**src/include/fpu_params.svh**
```systemverilog
`ifndef FPU_PARAMS_SVH
`define FPU_PARAMS_SVH

// register file width, values are NaN-boxed singles
`define FPU_FLEN 64
`define FPU_SP_W 32

// tag carried alongside each operation
`define FPU_SCHED_IDX_W 3
`define FPU_RNID_W 6

// flags ordered NV, DZ, OF, UF, NX from msb
`define FPU_FFLAGS_W 5

// fclass one-hot mask
`define FPU_CLASS_W 10

`define FPU_CANON_NAN 32'h7fc00000

`endif

```
**src/source/fpu_noncomp_pkg.sv**
```systemverilog
`default_nettype none

package fpu_noncomp_pkg;

  typedef enum logic [3:0] {
    OP_FSGNJ  = 4'd0,
    OP_FSGNJN = 4'd1,
    OP_FSGNJX = 4'd2,
    OP_FMIN   = 4'd3,
    OP_FMAX   = 4'd4,
    OP_FEQ    = 4'd5,
    OP_FLT    = 4'd6,
    OP_FLE    = 4'd7,
    OP_FCLASS = 4'd8 // 9..15 illegal
  } fpu_op_e;

  typedef enum logic [1:0] {
    GRP_SGNJ   = 2'd0,
    GRP_MINMAX = 2'd1,
    GRP_CMP    = 2'd2,
    GRP_CLASS  = 2'd3
  } noncomp_grp_e;

  // per-operand class bits, filled by fpu_operand_class
  typedef struct packed {
    logic sign;
    logic is_zero;
    logic is_subnormal;
    logic is_normal;
    logic is_inf;
    logic is_nan;
    logic is_snan;
    logic is_qnan;
    logic spare;
  } fp_class_t;

endpackage

`default_nettype wire

```
**src/source/fpu_decode_stage.sv**
```systemverilog
`timescale 1ns/1ps
`default_nettype none

`include "fpu_params.svh"

module fpu_decode_stage
  import fpu_noncomp_pkg::*;
(
  input  wire logic                        i_clk,
  input  wire logic                        i_rst_n,
  input  wire logic                        i_valid,
  input  wire fpu_op_e                     i_op,
  input  wire logic [`FPU_FLEN-1:0]        i_rs1,
  input  wire logic [`FPU_FLEN-1:0]        i_rs2,
  input  wire logic [`FPU_SCHED_IDX_W-1:0] i_sched_index,
  input  wire logic [`FPU_RNID_W-1:0]      i_rnid,
  output logic                             o_valid,
  output noncomp_grp_e                     o_grp,
  output logic [1:0]                       o_mod,
  output logic [`FPU_SP_W-1:0]             o_a,
  output logic [`FPU_SP_W-1:0]             o_b,
  output fp_class_t                        o_a_class,
  output fp_class_t                        o_b_class,
  output logic [`FPU_SCHED_IDX_W-1:0]      o_sched_index,
  output logic [`FPU_RNID_W-1:0]           o_rnid
);

  logic                  w_legal;
  noncomp_grp_e          w_grp;
  logic [1:0]            w_mod;
  logic [`FPU_SP_W-1:0]  w_a;
  logic [`FPU_SP_W-1:0]  w_b;
  fp_class_t             w_a_class;
  fp_class_t             w_b_class;

  fpu_operand_class u_rs1_class (
    .i_reg   (i_rs1),
    .o_val   (w_a),
    .o_class (w_a_class)
  );

  fpu_operand_class u_rs2_class (
    .i_reg   (i_rs2),
    .o_val   (w_b),
    .o_class (w_b_class)
  );

  // mod: sgnj/n/x, min/max, eq/lt/le
  always_comb begin
    w_legal = 1'b1;
    w_grp   = GRP_SGNJ;
    w_mod   = 2'd0;
    case (i_op)
      OP_FSGNJ  : w_mod = 2'd0;
      OP_FSGNJN : w_mod = 2'd1;
      OP_FSGNJX : w_mod = 2'd2;
      OP_FMIN   : w_grp = GRP_MINMAX;
      OP_FMAX   : begin
        w_grp = GRP_MINMAX;
        w_mod = 2'd1;
      end
      OP_FEQ    : w_grp = GRP_CMP;
      OP_FLT    : begin
        w_grp = GRP_CMP;
        w_mod = 2'd1;
      end
      OP_FLE    : begin
        w_grp = GRP_CMP;
        w_mod = 2'd2;
      end
      OP_FCLASS : w_grp = GRP_CLASS;
      default   : w_legal = 1'b0; // dropped here, stage 2 never sees it
    endcase
  end

  always_ff @(posedge i_clk) begin
    if (!i_rst_n) begin
      o_valid <= 1'b0;
    end else begin
      o_valid <= i_valid & w_legal;
    end
  end

  always_ff @(posedge i_clk) begin
    if (i_valid) begin
      o_grp         <= w_grp;
      o_mod         <= w_mod;
      o_a           <= w_a;
      o_b           <= w_b;
      o_a_class     <= w_a_class;
      o_b_class     <= w_b_class;
      o_sched_index <= i_sched_index;
      o_rnid        <= i_rnid;
    end
  end

endmodule

`default_nettype wire

```
**src/source/fpu_exec_stage.sv**
```systemverilog
`timescale 1ns/1ps
`default_nettype none

`include "fpu_params.svh"

module fpu_exec_stage
  import fpu_noncomp_pkg::*;
(
  input  wire logic                        i_clk,
  input  wire logic                        i_rst_n,
  input  wire logic                        i_valid,
  input  wire noncomp_grp_e                i_grp,
  input  wire logic [1:0]                  i_mod,
  input  wire logic [`FPU_SP_W-1:0]        i_a,
  input  wire logic [`FPU_SP_W-1:0]        i_b,
  input  wire fp_class_t                   i_a_class,
  input  wire fp_class_t                   i_b_class,
  input  wire logic [`FPU_SCHED_IDX_W-1:0] i_sched_index,
  input  wire logic [`FPU_RNID_W-1:0]      i_rnid,
  output logic                             o_valid,
  output logic [`FPU_FLEN-1:0]             o_result,
  output logic [`FPU_FFLAGS_W-1:0]         o_fflags,
  output logic [`FPU_SCHED_IDX_W-1:0]      o_sched_index,
  output logic [`FPU_RNID_W-1:0]           o_rnid
);

  logic                     w_mag_lt;
  logic                     w_mag_gt;
  logic                     w_lt_total;
  logic                     w_both_zero;
  logic                     w_lt;
  logic                     w_eq;
  logic                     w_any_nan;
  logic                     w_any_snan;
  logic                     w_sgnj_sign;
  logic [`FPU_SP_W-1:0]     w_sgnj;
  logic [`FPU_SP_W-1:0]     w_minmax;
  logic                     w_cmp;
  logic [`FPU_CLASS_W-1:0]  w_class_mask;
  logic                     w_nv;
  logic [`FPU_FLEN-1:0]     w_result;

  // shared sign-magnitude comparator
  assign w_mag_lt    = i_a[30:0] < i_b[30:0];
  assign w_mag_gt    = i_a[30:0] > i_b[30:0];
  assign w_both_zero = i_a_class.is_zero & i_b_class.is_zero;

  // -0 orders below +0 here, used as is by min/max
  assign w_lt_total = (i_a_class.sign != i_b_class.sign) ? i_a_class.sign :
                      i_a_class.sign ? w_mag_gt : w_mag_lt;

  assign w_lt = w_lt_total & ~w_both_zero; // zeros compare equal
  assign w_eq = (i_a == i_b) | w_both_zero;

  assign w_any_nan  = i_a_class.is_nan | i_b_class.is_nan;
  assign w_any_snan = i_a_class.is_snan | i_b_class.is_snan;

  always_comb begin
    case (i_mod)
      2'd0    : w_sgnj_sign = i_b_class.sign;
      2'd1    : w_sgnj_sign = ~i_b_class.sign;
      default : w_sgnj_sign = i_a_class.sign ^ i_b_class.sign;
    endcase
  end

  assign w_sgnj = {w_sgnj_sign, i_a[30:0]};

  always_comb begin
    if (i_a_class.is_nan & i_b_class.is_nan) begin
      w_minmax = `FPU_CANON_NAN;
    end else if (i_a_class.is_nan) begin
      w_minmax = i_b;
    end else if (i_b_class.is_nan) begin
      w_minmax = i_a;
    end else if (i_mod[0]) begin
      w_minmax = w_lt_total ? i_b : i_a; // max
    end else begin
      w_minmax = w_lt_total ? i_a : i_b; // min
    end
  end

  always_comb begin
    case (i_mod)
      2'd0    : w_cmp = w_eq;
      2'd1    : w_cmp = w_lt;
      default : w_cmp = w_lt | w_eq;
    endcase
    if (w_any_nan) begin
      w_cmp = 1'b0; // unordered
    end
  end

  assign w_class_mask[0] = i_a_class.sign & i_a_class.is_inf;
  assign w_class_mask[1] = i_a_class.sign & i_a_class.is_normal;
  assign w_class_mask[2] = i_a_class.sign & i_a_class.is_subnormal;
  assign w_class_mask[3] = i_a_class.sign & i_a_class.is_zero;
  assign w_class_mask[4] = ~i_a_class.sign & i_a_class.is_zero;
  assign w_class_mask[5] = ~i_a_class.sign & i_a_class.is_subnormal;
  assign w_class_mask[6] = ~i_a_class.sign & i_a_class.is_normal;
  assign w_class_mask[7] = ~i_a_class.sign & i_a_class.is_inf;
  assign w_class_mask[8] = i_a_class.is_snan;
  assign w_class_mask[9] = i_a_class.is_qnan;

  always_comb begin
    case (i_grp)
      GRP_SGNJ : begin
        w_result = {{(`FPU_FLEN-`FPU_SP_W){1'b1}}, w_sgnj};
        w_nv     = 1'b0;
      end
      GRP_MINMAX : begin
        w_result = {{(`FPU_FLEN-`FPU_SP_W){1'b1}}, w_minmax};
        w_nv     = w_any_snan;
      end
      GRP_CMP : begin
        w_result = {{(`FPU_FLEN-1){1'b0}}, w_cmp};
        w_nv     = (i_mod == 2'd0) ? w_any_snan : w_any_nan; // feq is quiet
      end
      default : begin
        w_result = {{(`FPU_FLEN-`FPU_CLASS_W){1'b0}}, w_class_mask};
        w_nv     = 1'b0;
      end
    endcase
  end

  always_ff @(posedge i_clk) begin
    if (!i_rst_n) begin
      o_valid       <= 1'b0;
      o_result      <= '0;
      o_fflags      <= '0;
      o_sched_index <= '0;
      o_rnid        <= '0;
    end else if (i_valid) begin
      o_valid       <= 1'b1;
      o_result      <= w_result;
      o_fflags      <= {w_nv, {(`FPU_FFLAGS_W-1){1'b0}}}; // nv only
      o_sched_index <= i_sched_index;
      o_rnid        <= i_rnid;
    end else begin
      o_valid       <= 1'b0; // outputs idle at zero
      o_result      <= '0;
      o_fflags      <= '0;
      o_sched_index <= '0;
      o_rnid        <= '0;
    end
  end

endmodule

`default_nettype wire

```
**src/source/fpu_noncomp_unit.sv**
```systemverilog
`timescale 1ns/1ps
`default_nettype none

`include "fpu_params.svh"

module fpu_noncomp_unit
  import fpu_noncomp_pkg::*;
(
  input  wire logic                        i_clk,
  input  wire logic                        i_rst_n,
  input  wire logic                        i_valid,
  input  wire fpu_op_e                     i_op,
  input  wire logic [`FPU_FLEN-1:0]        i_rs1,
  input  wire logic [`FPU_FLEN-1:0]        i_rs2,
  input  wire logic [`FPU_SCHED_IDX_W-1:0] i_sched_index,
  input  wire logic [`FPU_RNID_W-1:0]      i_rnid,
  output logic                             o_valid,
  output logic [`FPU_FLEN-1:0]             o_result,
  output logic [`FPU_FFLAGS_W-1:0]         o_fflags,
  output logic [`FPU_SCHED_IDX_W-1:0]      o_sched_index,
  output logic [`FPU_RNID_W-1:0]           o_rnid
);

  logic                         s1_valid;
  noncomp_grp_e                 s1_grp;
  logic [1:0]                   s1_mod;
  logic [`FPU_SP_W-1:0]         s1_a;
  logic [`FPU_SP_W-1:0]         s1_b;
  fp_class_t                    s1_a_class;
  fp_class_t                    s1_b_class;
  logic [`FPU_SCHED_IDX_W-1:0]  s1_sched_index;
  logic [`FPU_RNID_W-1:0]       s1_rnid;

  fpu_decode_stage u_decode (
    .i_clk         (i_clk),
    .i_rst_n       (i_rst_n),
    .i_valid       (i_valid),
    .i_op          (i_op),
    .i_rs1         (i_rs1),
    .i_rs2         (i_rs2),
    .i_sched_index (i_sched_index),
    .i_rnid        (i_rnid),
    .o_valid       (s1_valid),
    .o_grp         (s1_grp),
    .o_mod         (s1_mod),
    .o_a           (s1_a),
    .o_b           (s1_b),
    .o_a_class     (s1_a_class),
    .o_b_class     (s1_b_class),
    .o_sched_index (s1_sched_index),
    .o_rnid        (s1_rnid)
  );

  fpu_exec_stage u_exec (
    .i_clk         (i_clk),
    .i_rst_n       (i_rst_n),
    .i_valid       (s1_valid),
    .i_grp         (s1_grp),
    .i_mod         (s1_mod),
    .i_a           (s1_a),
    .i_b           (s1_b),
    .i_a_class     (s1_a_class),
    .i_b_class     (s1_b_class),
    .i_sched_index (s1_sched_index),
    .i_rnid        (s1_rnid),
    .o_valid       (o_valid),
    .o_result      (o_result),
    .o_fflags      (o_fflags),
    .o_sched_index (o_sched_index),
    .o_rnid        (o_rnid)
  );

endmodule

`default_nettype wire

```
**src/source/fpu_operand_class.sv**
```systemverilog
`timescale 1ns/1ps
`default_nettype none

`include "fpu_params.svh"

module fpu_operand_class
  import fpu_noncomp_pkg::*;
(
  input  wire logic [`FPU_FLEN-1:0] i_reg,
  output logic [`FPU_SP_W-1:0]      o_val,
  output fp_class_t                 o_class
);

  logic        w_boxed;
  logic [7:0]  w_exp;
  logic [22:0] w_man;
  logic        w_exp_ones;
  logic        w_exp_zero;
  logic        w_man_zero;

  assign w_boxed = &i_reg[`FPU_FLEN-1:`FPU_SP_W];
  assign o_val   = w_boxed ? i_reg[`FPU_SP_W-1:0] : `FPU_CANON_NAN; // bad box reads as qnan

  assign w_exp = o_val[30:23];
  assign w_man = o_val[22:0];

  assign w_exp_ones = &w_exp;
  assign w_exp_zero = ~|w_exp;
  assign w_man_zero = ~|w_man;

  always_comb begin
    o_class              = '0;
    o_class.sign         = o_val[31];
    o_class.is_zero      = w_exp_zero & w_man_zero;
    o_class.is_subnormal = w_exp_zero & ~w_man_zero;
    o_class.is_normal    = ~w_exp_zero & ~w_exp_ones;
    o_class.is_inf       = w_exp_ones & w_man_zero;
    o_class.is_nan       = w_exp_ones & ~w_man_zero;
    o_class.is_snan      = w_exp_ones & ~w_man_zero & ~w_man[22]; // quiet bit clear
    o_class.is_qnan      = w_exp_ones & w_man[22];
    o_class.spare        = 1'b0;
  end

endmodule

`default_nettype wire

```
**config.mk**
```make
export PLATFORM = sky130hd
export DESIGN_NAME = fpu_noncomp_unit
export DESIGN_NICKNAME = d
export VERILOG_FILES = /design/src/source/fpu_noncomp_pkg.sv /design/src/source/fpu_decode_stage.sv /design/src/source/fpu_exec_stage.sv /design/src/source/fpu_noncomp_unit.sv /design/src/source/fpu_operand_class.sv
export VERILOG_INCLUDE_DIRS = /design/src /design/src/include
export SDC_FILE = /design/constraint.sdc
export NUM_CORES = 1
export LEC_CHECK = 0
export BUFFER_PORTS_ARGS = -buffer_cell sky130_fd_sc_hd__buf_2
export CORE_AREA = 5 5 177 162
export CTS_BUF_LIST = sky130_fd_sc_hd__clkbuf_4 sky130_fd_sc_hd__clkbuf_8
export DETAILED_ROUTE_END_ITERATION = 8
export DIE_AREA = 0 0 182 167
export GPL_TIMING_DRIVEN = 1
export PLACE_DENSITY_LB_ADDON = 0.3
export SETUP_SLACK_MARGIN = 0.02
export SLEW_MARGIN = 20
export SYNTH_ARGS = -nofsm -noshare
export SYNTH_HDL_FRONTEND = slang
export SYNTH_SLANG_ARGS = --single-unit
```
**constraint.sdc**
```tcl
create_clock -name i_clk -period 2.5 [get_ports i_clk]
set_input_delay 0.125 -clock i_clk [delete_from_list [all_inputs] [get_ports i_clk]]
set_output_delay 0.125 -clock i_clk [all_outputs]
set_load 0.01 [all_outputs]
```
==> run_results.csv, run 1 <==
group,metric,value,unit
outcome,outcome,"finished with violations",
outcome,violations,"negative setup slack",
grt,track_usage,13.77,%
power,ir_drop,0.2916,mV
synth,yosysWarningCount,0,
placed_design,io_buffers,218,
timing,fin_ws,-0.3493,ns
floorplan,io_pins,223,
synth,yosysMostFrequentCell,"edfxtp_1",
grt,grt_pass1_vias,5759,
timing,clock.fmax,351.0,MHz
timing,relSlewSlack,56.86,%
min_path,hold_path_startpoint,"i_rst_n",
synth,netlist_top_cells_area,"edfxtp_1, dfxtp_1, ha_1",
cells_and_area,num-fill-cells,2666,
synth,ys_seq_area_share,53.95,%
placed_design,hpwl,15.74,mm
floorplan,fp.dieW,182,µm
drt,dr.pass1.iters,5,
synth,yosys-mux-area-fraction,0.9222,%
cts,cts_tree,"yes",
placed_design,place_ws,-0.4031,ns
floorplan,start_util,24.48,%
timing,hold-worst-slack,0.03728,ns
synth,synth-seq-cells,132,
timing,final-hold-violation-count,0,
synth,ys_types,54,
cells_and_area,areaGrowthSynthToFinish,46.22,%
power,pwr-share-clk,40.6,%
synth,yosys.area_share.simple,19.65,%
grt,grt_pass1_wl,32.42,mm
cts,h-tree-depth,4,
setup_path,reg2reg_to,"u_exec.o_result[10]$_SDFF_PN0_",
setup_path,max_stage_delay,0.41,ns
setup_path,r2r_cells,13,
synth,synth_area,6512,µm²
timing,setup_viol,31,
synth,synth-async-reset-ratio,0,%
grt,grt_start_max_net_pins,33,
synth,synth-edff-count,87,
synth,synth_xor_area_share,0.2690,%
drt,remaining_drc_errors,0,
setup_path,r2r-start,"u_decode.o_b[27]$_DFFE_PP_",
setup_path,start_kind,"register",
timing,skew,0.02056,ns
drt,via_count,5619,
power,p_seq_share,46.9,%
synth,syn_inst,591,
floorplan,core_area,26600,µm²
min_path,hold_end,"u_decode.o_valid$_SDFF_PN0_",
cts,cts_root_buf,"clkbuf_8",
timing,worstMarginPinSlew,0.6462,ns
drt,drt_iter0_drc,311,
power,combPwrFrac,12.5,%
drt,final_antenna_net_count,0,
floorplan,fp.dieArea,30390,µm²
drt,viasPerCell,4.456,
power,intPower,0.004008,W
cts,cts.sinks,132,
setup_path,crit_start,"u_decode.o_b[27]$_DFFE_PP_",
synth,synth_adder_area_share,7.109,%
timing,fin_crit_sh,114.0,%
synth,syn_avg_cell_area,11.02,µm²
setup_path,crit_family,"compound AO/OA/AOI/OAI gates",
synth,synth_top_family_by_area,"simple AND/OR/NAND/NOR gates",
power,power_density,553.7,nW/µm²
grt,antenna_found_initial,0,
grt,grt_remaining_overflow,0,
run,max_cap_violations,0,
cts,cts_buffers,17,
cells_and_area,layout-drive-gt1-share,39.25,%
drt,post_drt_wl_per_cell,16.83,µm
timing,rsz0062_at_grt,"yes",
min_path,min_path_cells,2,
floorplan,die_h,167,µm
cts,clk_path_buf_depth,2,
cells_and_area,final_util,35.80,%
setup_path,cp.required,2.84,ns
setup_path,crit_arrival,3.19,ns
power,p_switching,0.001265,W
power,power.share.switching,24.00,%
synth,synth_top_area_share,40.12,%
setup_path,slowest_stage,"edfxtp_1",
cts,clkTransAtPathRegs,0.08,ns
setup_path,critPathKind,"reg2reg",
timing,finalCriticalPeriod,2.849,ns
cells_and_area,antenna_cells,0,
synth,yosysTopAreaCell,"edfxtp_1",
drt,wl,21.23,mm
setup_path,cp-end-kind,"register",
cells_and_area,final_nets,1075,
setup_path,critPathBufInv,5,
cts,worstSkewPairLatency,0.45,ns
synth,synth-compound-area-share,10.01,%
floorplan,rows,57,
timing,final_max_slew_viol_count,0,
setup_path,cp_cell_sequence,"inv_1, ha_1, and3_4, a221o_1, a211oi_2, o31ai_4, a2111oi_2, buf_4, o41ai_4, buf_6, clkbuf_16, buf_12, a22o_1",
placed_design,gp_congestion,0.8751,
synth,ys_top_cells_by_count,"edfxtp_1, and3_1, dfxtp_1, inv_1, ha_1",
min_path,min_path_type,"in2reg",
synth,ys.flop_type,"edfxtp_1",
setup_path,path_max_fanout,5,
setup_path,r2r_slack,-0.35,ns
power,leakage,4.417,nW
timing,tns,-9.059,ns
==> power by group through the flow <==
| stage | logic [W] | clock network [W] | registers [W] |
|---|---|---|---|
| finish | 0.000659 | 0.00214 | 0.00247 |
| global route | 0.000726 | 0.00231 | 0.00248 |
| CTS | 0.000647 | 0.00221 | 0.00247 |
| detailed placement | 0.000537 | 0 | 0.00252 |
| global placement | 0.000535 | 0 | 0.00252 |
| floorplan | 0.000239 | 0 | 0.00250 |
==> flip-flops by register name, summed over array words and instances (netlist names) <==
| register | flops |
|---|---|
| u_exec.o_fflags | 1 |
| u_decode.o_a_class | 8 |
| u_exec.o_rnid | 6 |
| u_decode.o_a | 31 |
| u_decode.o_valid | 1 |
| u_decode.o_sched_index | 3 |
| u_decode.o_b | 31 |
| u_decode.o_rnid | 6 |
| u_decode.o_grp | 2 |
| u_exec.o_valid | 1 |
| u_exec.o_sched_index | 3 |
| u_exec.o_result | 33 |
| u_decode.o_b_class | 4 |
| u_decode.o_mod | 2 |
==> placed cells by master (no fill, tap or decap), types with 4 or more instances in the layout <==
cell           instances
o21ai_2                5
dfxtp_1               45
edfxtp_1              87
nor4_1                12
ha_1                  34
buf_6                  9
nor3_1                 8
nand2b_1              23
conb_1                 4
inv_1                 38
nand2_1               23
nor2_1                29
and3_1                65
clkbuf_8              18
buf_4                 54
a21o_1                 4
a211oi_2               4
bufinv_16              5
nand4_1               25
mux2i_1                6
a221o_1               10
o21ai_1                6
nand3_1                4
and2_1                 6
a21oi_1               14
o21ai_0               10
a22o_1                12
buf_2                217
dlygate4sd3_1         57
nor4_2                 4
==> cell families after synthesis <==
family          after synthesis
compound gates               86
xor+xnor                      2
fa+ha+maj                    37
buf+inv                     101
flops                       132
mux                           6
other cells                   1
simple gates                226
==> per-layer routing <==
| layer | global-route usage, % | vias to the layer above | part of all wire, % | wire, µm |
|---|---|---|---|---|
| met2 | 21.74 | 233 | 46 | 9704 |
| met3 | 3.991 | 22 | 7.9 | 1673 |
| met4 | 4.013 | 0 | 1.5 | 325 |
| li1 | - | 2748 | - | - |
| met1 | 18.40 | 2616 | 45 | 9524 |
| met5 | 0 | - | 0 | 0 |
==> stage by stage <==
step           cell area [µm²]  cells  total power, W
6_report                  9523   1261        0.005273
5_1_grt                   9523   1261        0.005521
2_1_floorplan             6540    594        0.002744
3_5_place_dp              8183   1161        0.003055
4_1_cts                   9443   1257        0.005327
3_3_place_gp              8183   1161        0.003052
==> timing repair <==
| action | 4_1_cts | 5_1_grt |
|---|---|---|
| endpoints found under the hold margin | 54 | 3 |
| cloned | 3 | 1 |
| pin swaps | 14 | 15 |
| gates resized for setup | 36 | 9 |
| setup endpoints to repair | 31 | 31 |
| hold buffers | 54 | 3 |
| buffers inserted | 7 | 3 |
==> worst max-delay path by stage <==
stage,to,slack (ns),cells past startpoint
2_1_floorplan,u_exec.o_result[2]$_SDFF_PN0_,-0.11,10
3_3_place_gp,u_exec.o_result[22]$_SDFF_PN0_,-0.41,13
3_5_place_dp,u_exec.o_result[22]$_SDFF_PN0_,-0.40,11
4_1_cts,u_exec.o_result[2]$_SDFF_PN0_,-0.32,12
5_1_grt,u_exec.o_result[4]$_SDFF_PN0_,-0.49,12
6_report,u_exec.o_result[10]$_SDFF_PN0_,-0.35,13
==> cell type report <==
cell class | instances | area [µm²] | area share, %
Sequential cell | 132 | 3513 | 36.89
Multi-Input combinational cell | 362 | 2694 | 28.29
Timing Repair Buffer | 341 | 2248 | 23.61
Tap cell | 354 | 442.9 | 4.651
Clock buffer | 19 | 255.2 | 2.680
Clock inverter | 13 | 219.0 | 2.299
Inverter | 40 | 150.1 | 1.577
(Power assumes the default switching activity.)
==> run 2, diff against run 1 <==
--- a/config.mk
+++ b/config.mk
@@ -6,11 +6,12 @@
 export SDC_FILE = /design/constraint.sdc
 export NUM_CORES = 1
 export LEC_CHECK = 0
+export ABC_AREA = 1
 export BUFFER_PORTS_ARGS = -buffer_cell sky130_fd_sc_hd__buf_2
-export CORE_AREA = 5 5 177 162
+export CORE_AREA = 5 5 184 168
 export CTS_BUF_LIST = sky130_fd_sc_hd__clkbuf_4 sky130_fd_sc_hd__clkbuf_8
 export DETAILED_ROUTE_END_ITERATION = 8
-export DIE_AREA = 0 0 182 167
+export DIE_AREA = 0 0 189 173
 export GPL_TIMING_DRIVEN = 1
 export PLACE_DENSITY_LB_ADDON = 0.3
 export SETUP_SLACK_MARGIN = 0.02
==> run 2 against run 1 <==
The run now ends clean. Clock skew is 0.00052 ns lower. Utilization fell by 1.5 points. Total power is 3.7% higher. Fmax increased by 19%. First-iteration DRC count down 8.4%. Final area grew 3.3%. Critical path depth rose by 5. Critical endpoint is now u_exec.o_result[2]$_SDFF_PN0_. Largest cell class unchanged.
==> run_results.csv, run 2 <==
group,metric,value,unit
cts,clkTransAtPathRegs,0.09,ns
power,ir_drop,0.3009,mV
synth,yosysWarningCount,0,
drt,wl,21.63,mm
cts,clk_path_buf_depth,2,
synth,yosysMostFrequentCell,"nand2_1",
timing,setup_viol,0,
grt,grt_util_met3,2.762,%
timing,hold-worst-slack,0.02607,ns
grt,grt_pass1_wl,33.00,mm
cells_and_area,top_regs,"u_exec.o_result: 33 flops, u_decode.o_a: 31 flops, u_decode.o_b: 31 flops",
floorplan,fp.dieW,189,µm
setup_path,crit_arrival,2.72,ns
synth,synth_top_area_share,37.00,%
setup_path,critPathBufInv,2,
min_path,hold_path_startpoint,"i_rs1[16]",
setup_path,critPathKind,"reg2reg",
placed_design,io_buffers,218,
synth,synth_adder_area_share,6.557,%
floorplan,die_h,173,µm
drt,drt_iter0_drc,285,
setup_path,crit_start,"u_decode.o_a[28]$_DFFE_PP_",
synth,synth-edff-count,87,
cells_and_area,final_nets,1284,
synth,synth_xor_area_share,0,%
timing,fin_crit_sh,95.71,%
setup_path,cp.required,2.83,ns
setup_path,start_kind,"register",
drt,viasPerCell,4.256,
timing,final-hold-violation-count,0,
synth,synth_area,7061,µm²
drt,remaining_drc_errors,0,
grt,antenna_found_initial,0,
timing,rsz0062_at_grt,"yes",
drt,dr.pass1.iters,5,
cts,cts_buffers,17,
setup_path,timing.critical_path.mode_cell,"nand2_1",
timing,relSlewSlack,56.23,%
cts,h-tree-depth,4,
timing,worstMarginPinSlew,0.6556,ns
setup_path,max_stage_delay,0.46,ns
cts,worstSkewPairLatency,0.45,ns
timing,skew,0.02004,ns
synth,synth-seq-cells,132,
grt,grt_remaining_overflow,0,
cells_and_area,antenna_cells,0,
cells_and_area,areaGrowthSynthToFinish,39.36,%
grt,track_usage,12.76,%
power,combPwrFrac,14.1,%
synth,ys_seq_area_share,49.76,%
run,max_cap_violations,0,
drt,post_drt_wl_per_cell,14.59,µm
drt,via_count,6308,
synth,netlist_top_cells_area,"edfxtp_1, dfxtp_1, nand2_1",
placed_design,dpl-instance-area,8482,µm²
synth,yosys-mux-area-fraction,0,%
synth,ys_top_cells_by_count,"nand2_1, inv_1, nor2_1, edfxtp_1, nand3_1",
drt,final_antenna_net_count,0,
floorplan,io_pins,223,
power,pwr-share-clk,40.7,%
floorplan,fp.dieArea,32700,µm²
placed_design,gp_congestion,0.8305,
cells_and_area,regMostFlops,"u_exec.o_result",
synth,yosysTopAreaCell,"edfxtp_1",
synth,yosys.area_share.simple,25.31,%
min_path,min_path_type,"in2reg",
cts,cts_tree,"yes",
cells_and_area,largest_reg_flops,33,
synth,syn_avg_cell_area,8.476,µm²
floorplan,rows,59,
synth,syn_inst,833,
power,p_seq_share,45.2,%
cells_and_area,layout-drive-gt1-share,31.18,%
grt,top_usage_layer,"met2",
grt,use_met1,16.96,%
synth,ys.flop_type,"edfxtp_1",
power,power.share.switching,25.09,%
floorplan,core_area,28720,µm²
cts,cts.sinks,132,
timing,final_max_slew_viol_count,0,
setup_path,cp_cell_sequence,"ha_4, nand4_1, buf_4, nor2_1, a21oi_2, nand2_1, nand2_1, nand2_2, nand2_2, nand2_2, nand3_4, nand2_4, clkbuf_16, nand2_2, nand3_1, nand2_1, nand2_1, nand2_1",
cells_and_area,fin_area,9839,µm²
setup_path,path_max_fanout,6,
setup_path,crit_family,"simple AND/OR/NAND/NOR gates",
cts,cts_root_buf,"clkbuf_8",
setup_path,cp-end-kind,"register",
grt,grt_use_met2,21.21,%
power,power_density,555.6,nW/µm²
timing,finalCriticalPeriod,2.393,ns
power,p_switching,0.001372,W
cells_and_area,final_common_cell,"buf_2",
synth,synth-async-reset-ratio,0,%
setup_path,slowest_stage,"edfxtp_1",
synth,ys_types,33,
synth,synth_top_family_by_area,"simple AND/OR/NAND/NOR gates",
cells_and_area,layout_common_cells,"buf_2, nand2_1, inv_1",
timing,clock.fmax,417.9,MHz
outcome,outcome,"completed",
cells_and_area,final_util,34.26,%
grt,grt_start_max_net_pins,46,
power,leakage,4.806,nW
floorplan,start_util,24.59,%
power,intPower,0.004095,W
grt,grt_pass1_vias,6267,
setup_path,r2r-start,"u_decode.o_a[28]$_DFFE_PP_",
synth,synth-compound-area-share,5.316,%
placed_design,hpwl,16.46,mm
## run 2: worst reg2reg max path: cells and delay by family, from the launching register on
family | cells | cell delay (ns)
AOI/OAI and AO/OA | 1 | 0.09
adders and majority gates | 1 | 0.30
buffers and inverters | 2 | 0.34
DFF | 1 | 0.46
and+or+nand+nor | 14 | 1.08
## run 2: metrics by stage
step | cells | TNS [ns] | setup slack [ns] | total power [W]
after global routing | 1482 | -1.228 | -0.1103 | 0.005730
after global placement | 1384 | -0.3080 | -0.06178 | 0.003149
final | 1482 | 0 | 0.1073 | 0.005467
after floorplan | 836 | 0 | 0.4105 | 0.002862
after CTS | 1469 | 0 | 0.02523 | 0.005464
after detailed placement | 1384 | -0.4387 | -0.06950 | 0.003158
## run 2: final cells by class
cell class / count / area [µm²]
clock inverters: 10 / 191.4
well taps: 366 / 457.9
fillers: 2984 / 18880
clock buffers: 22 / 302.8
inverters: 145 / 544.3
repair buffers: 310 / 1986
multi-input cells: 497 / 2844
flip-flops and latches: 132 / 3513
## run 2: logic make-up after synthesis
| logic type | count (synthesis) |
|---|---|
| AO/OA/AOI/OAI | 66 |
| adder cells (fa/ha/maj) | 37 |
| buffers and inverters | 207 |
| flip-flops | 132 |
| other | 1 |
| AND/OR/NAND/NOR | 390 |
## run 2: timing repair
action | 4_1_cts | 5_1_grt
hold endpoints to repair | 50 | 0
resized for setup | 4 | 40
pin swaps | 2 | 11
cloned | 0 | 1
hold buffers | 51 | 0
endpoints found under the setup margin | 30 | 31
buffers inserted | 2 | 12
## run 2: path summary, 6_finish.rpt
path,to,slack [ns],cells after the start
min reg2reg,u_exec.o_rnid[3]$_SDFF_PN0_,0.47,2
max,u_exec.o_result[2]$_SDFF_PN0_,0.11,18
max reg2reg,u_exec.o_result[2]$_SDFF_PN0_,0.11,18
min,u_decode.o_a[16]$_DFFE_PP_,0.03,3
## run 2: metal layers
metal  vias up  part of all wire, %
met3        13                  6.0
met5         -                    0
li1       3211                    -
met2       201                   47
met4         0                 0.91
met1      2883                   46
## run 2: power groups by stage
stage	Combinational, W	Sequential, W	Clock [W]
global route	0.000867	0.00248	0.00238
detailed placement	0.000639	0.00252	0
global placement	0.000632	0.00252	0
CTS	0.000713	0.00247	0.00228
finish	0.000773	0.00247	0.00222
floorplan	0.000358	0.00250	0
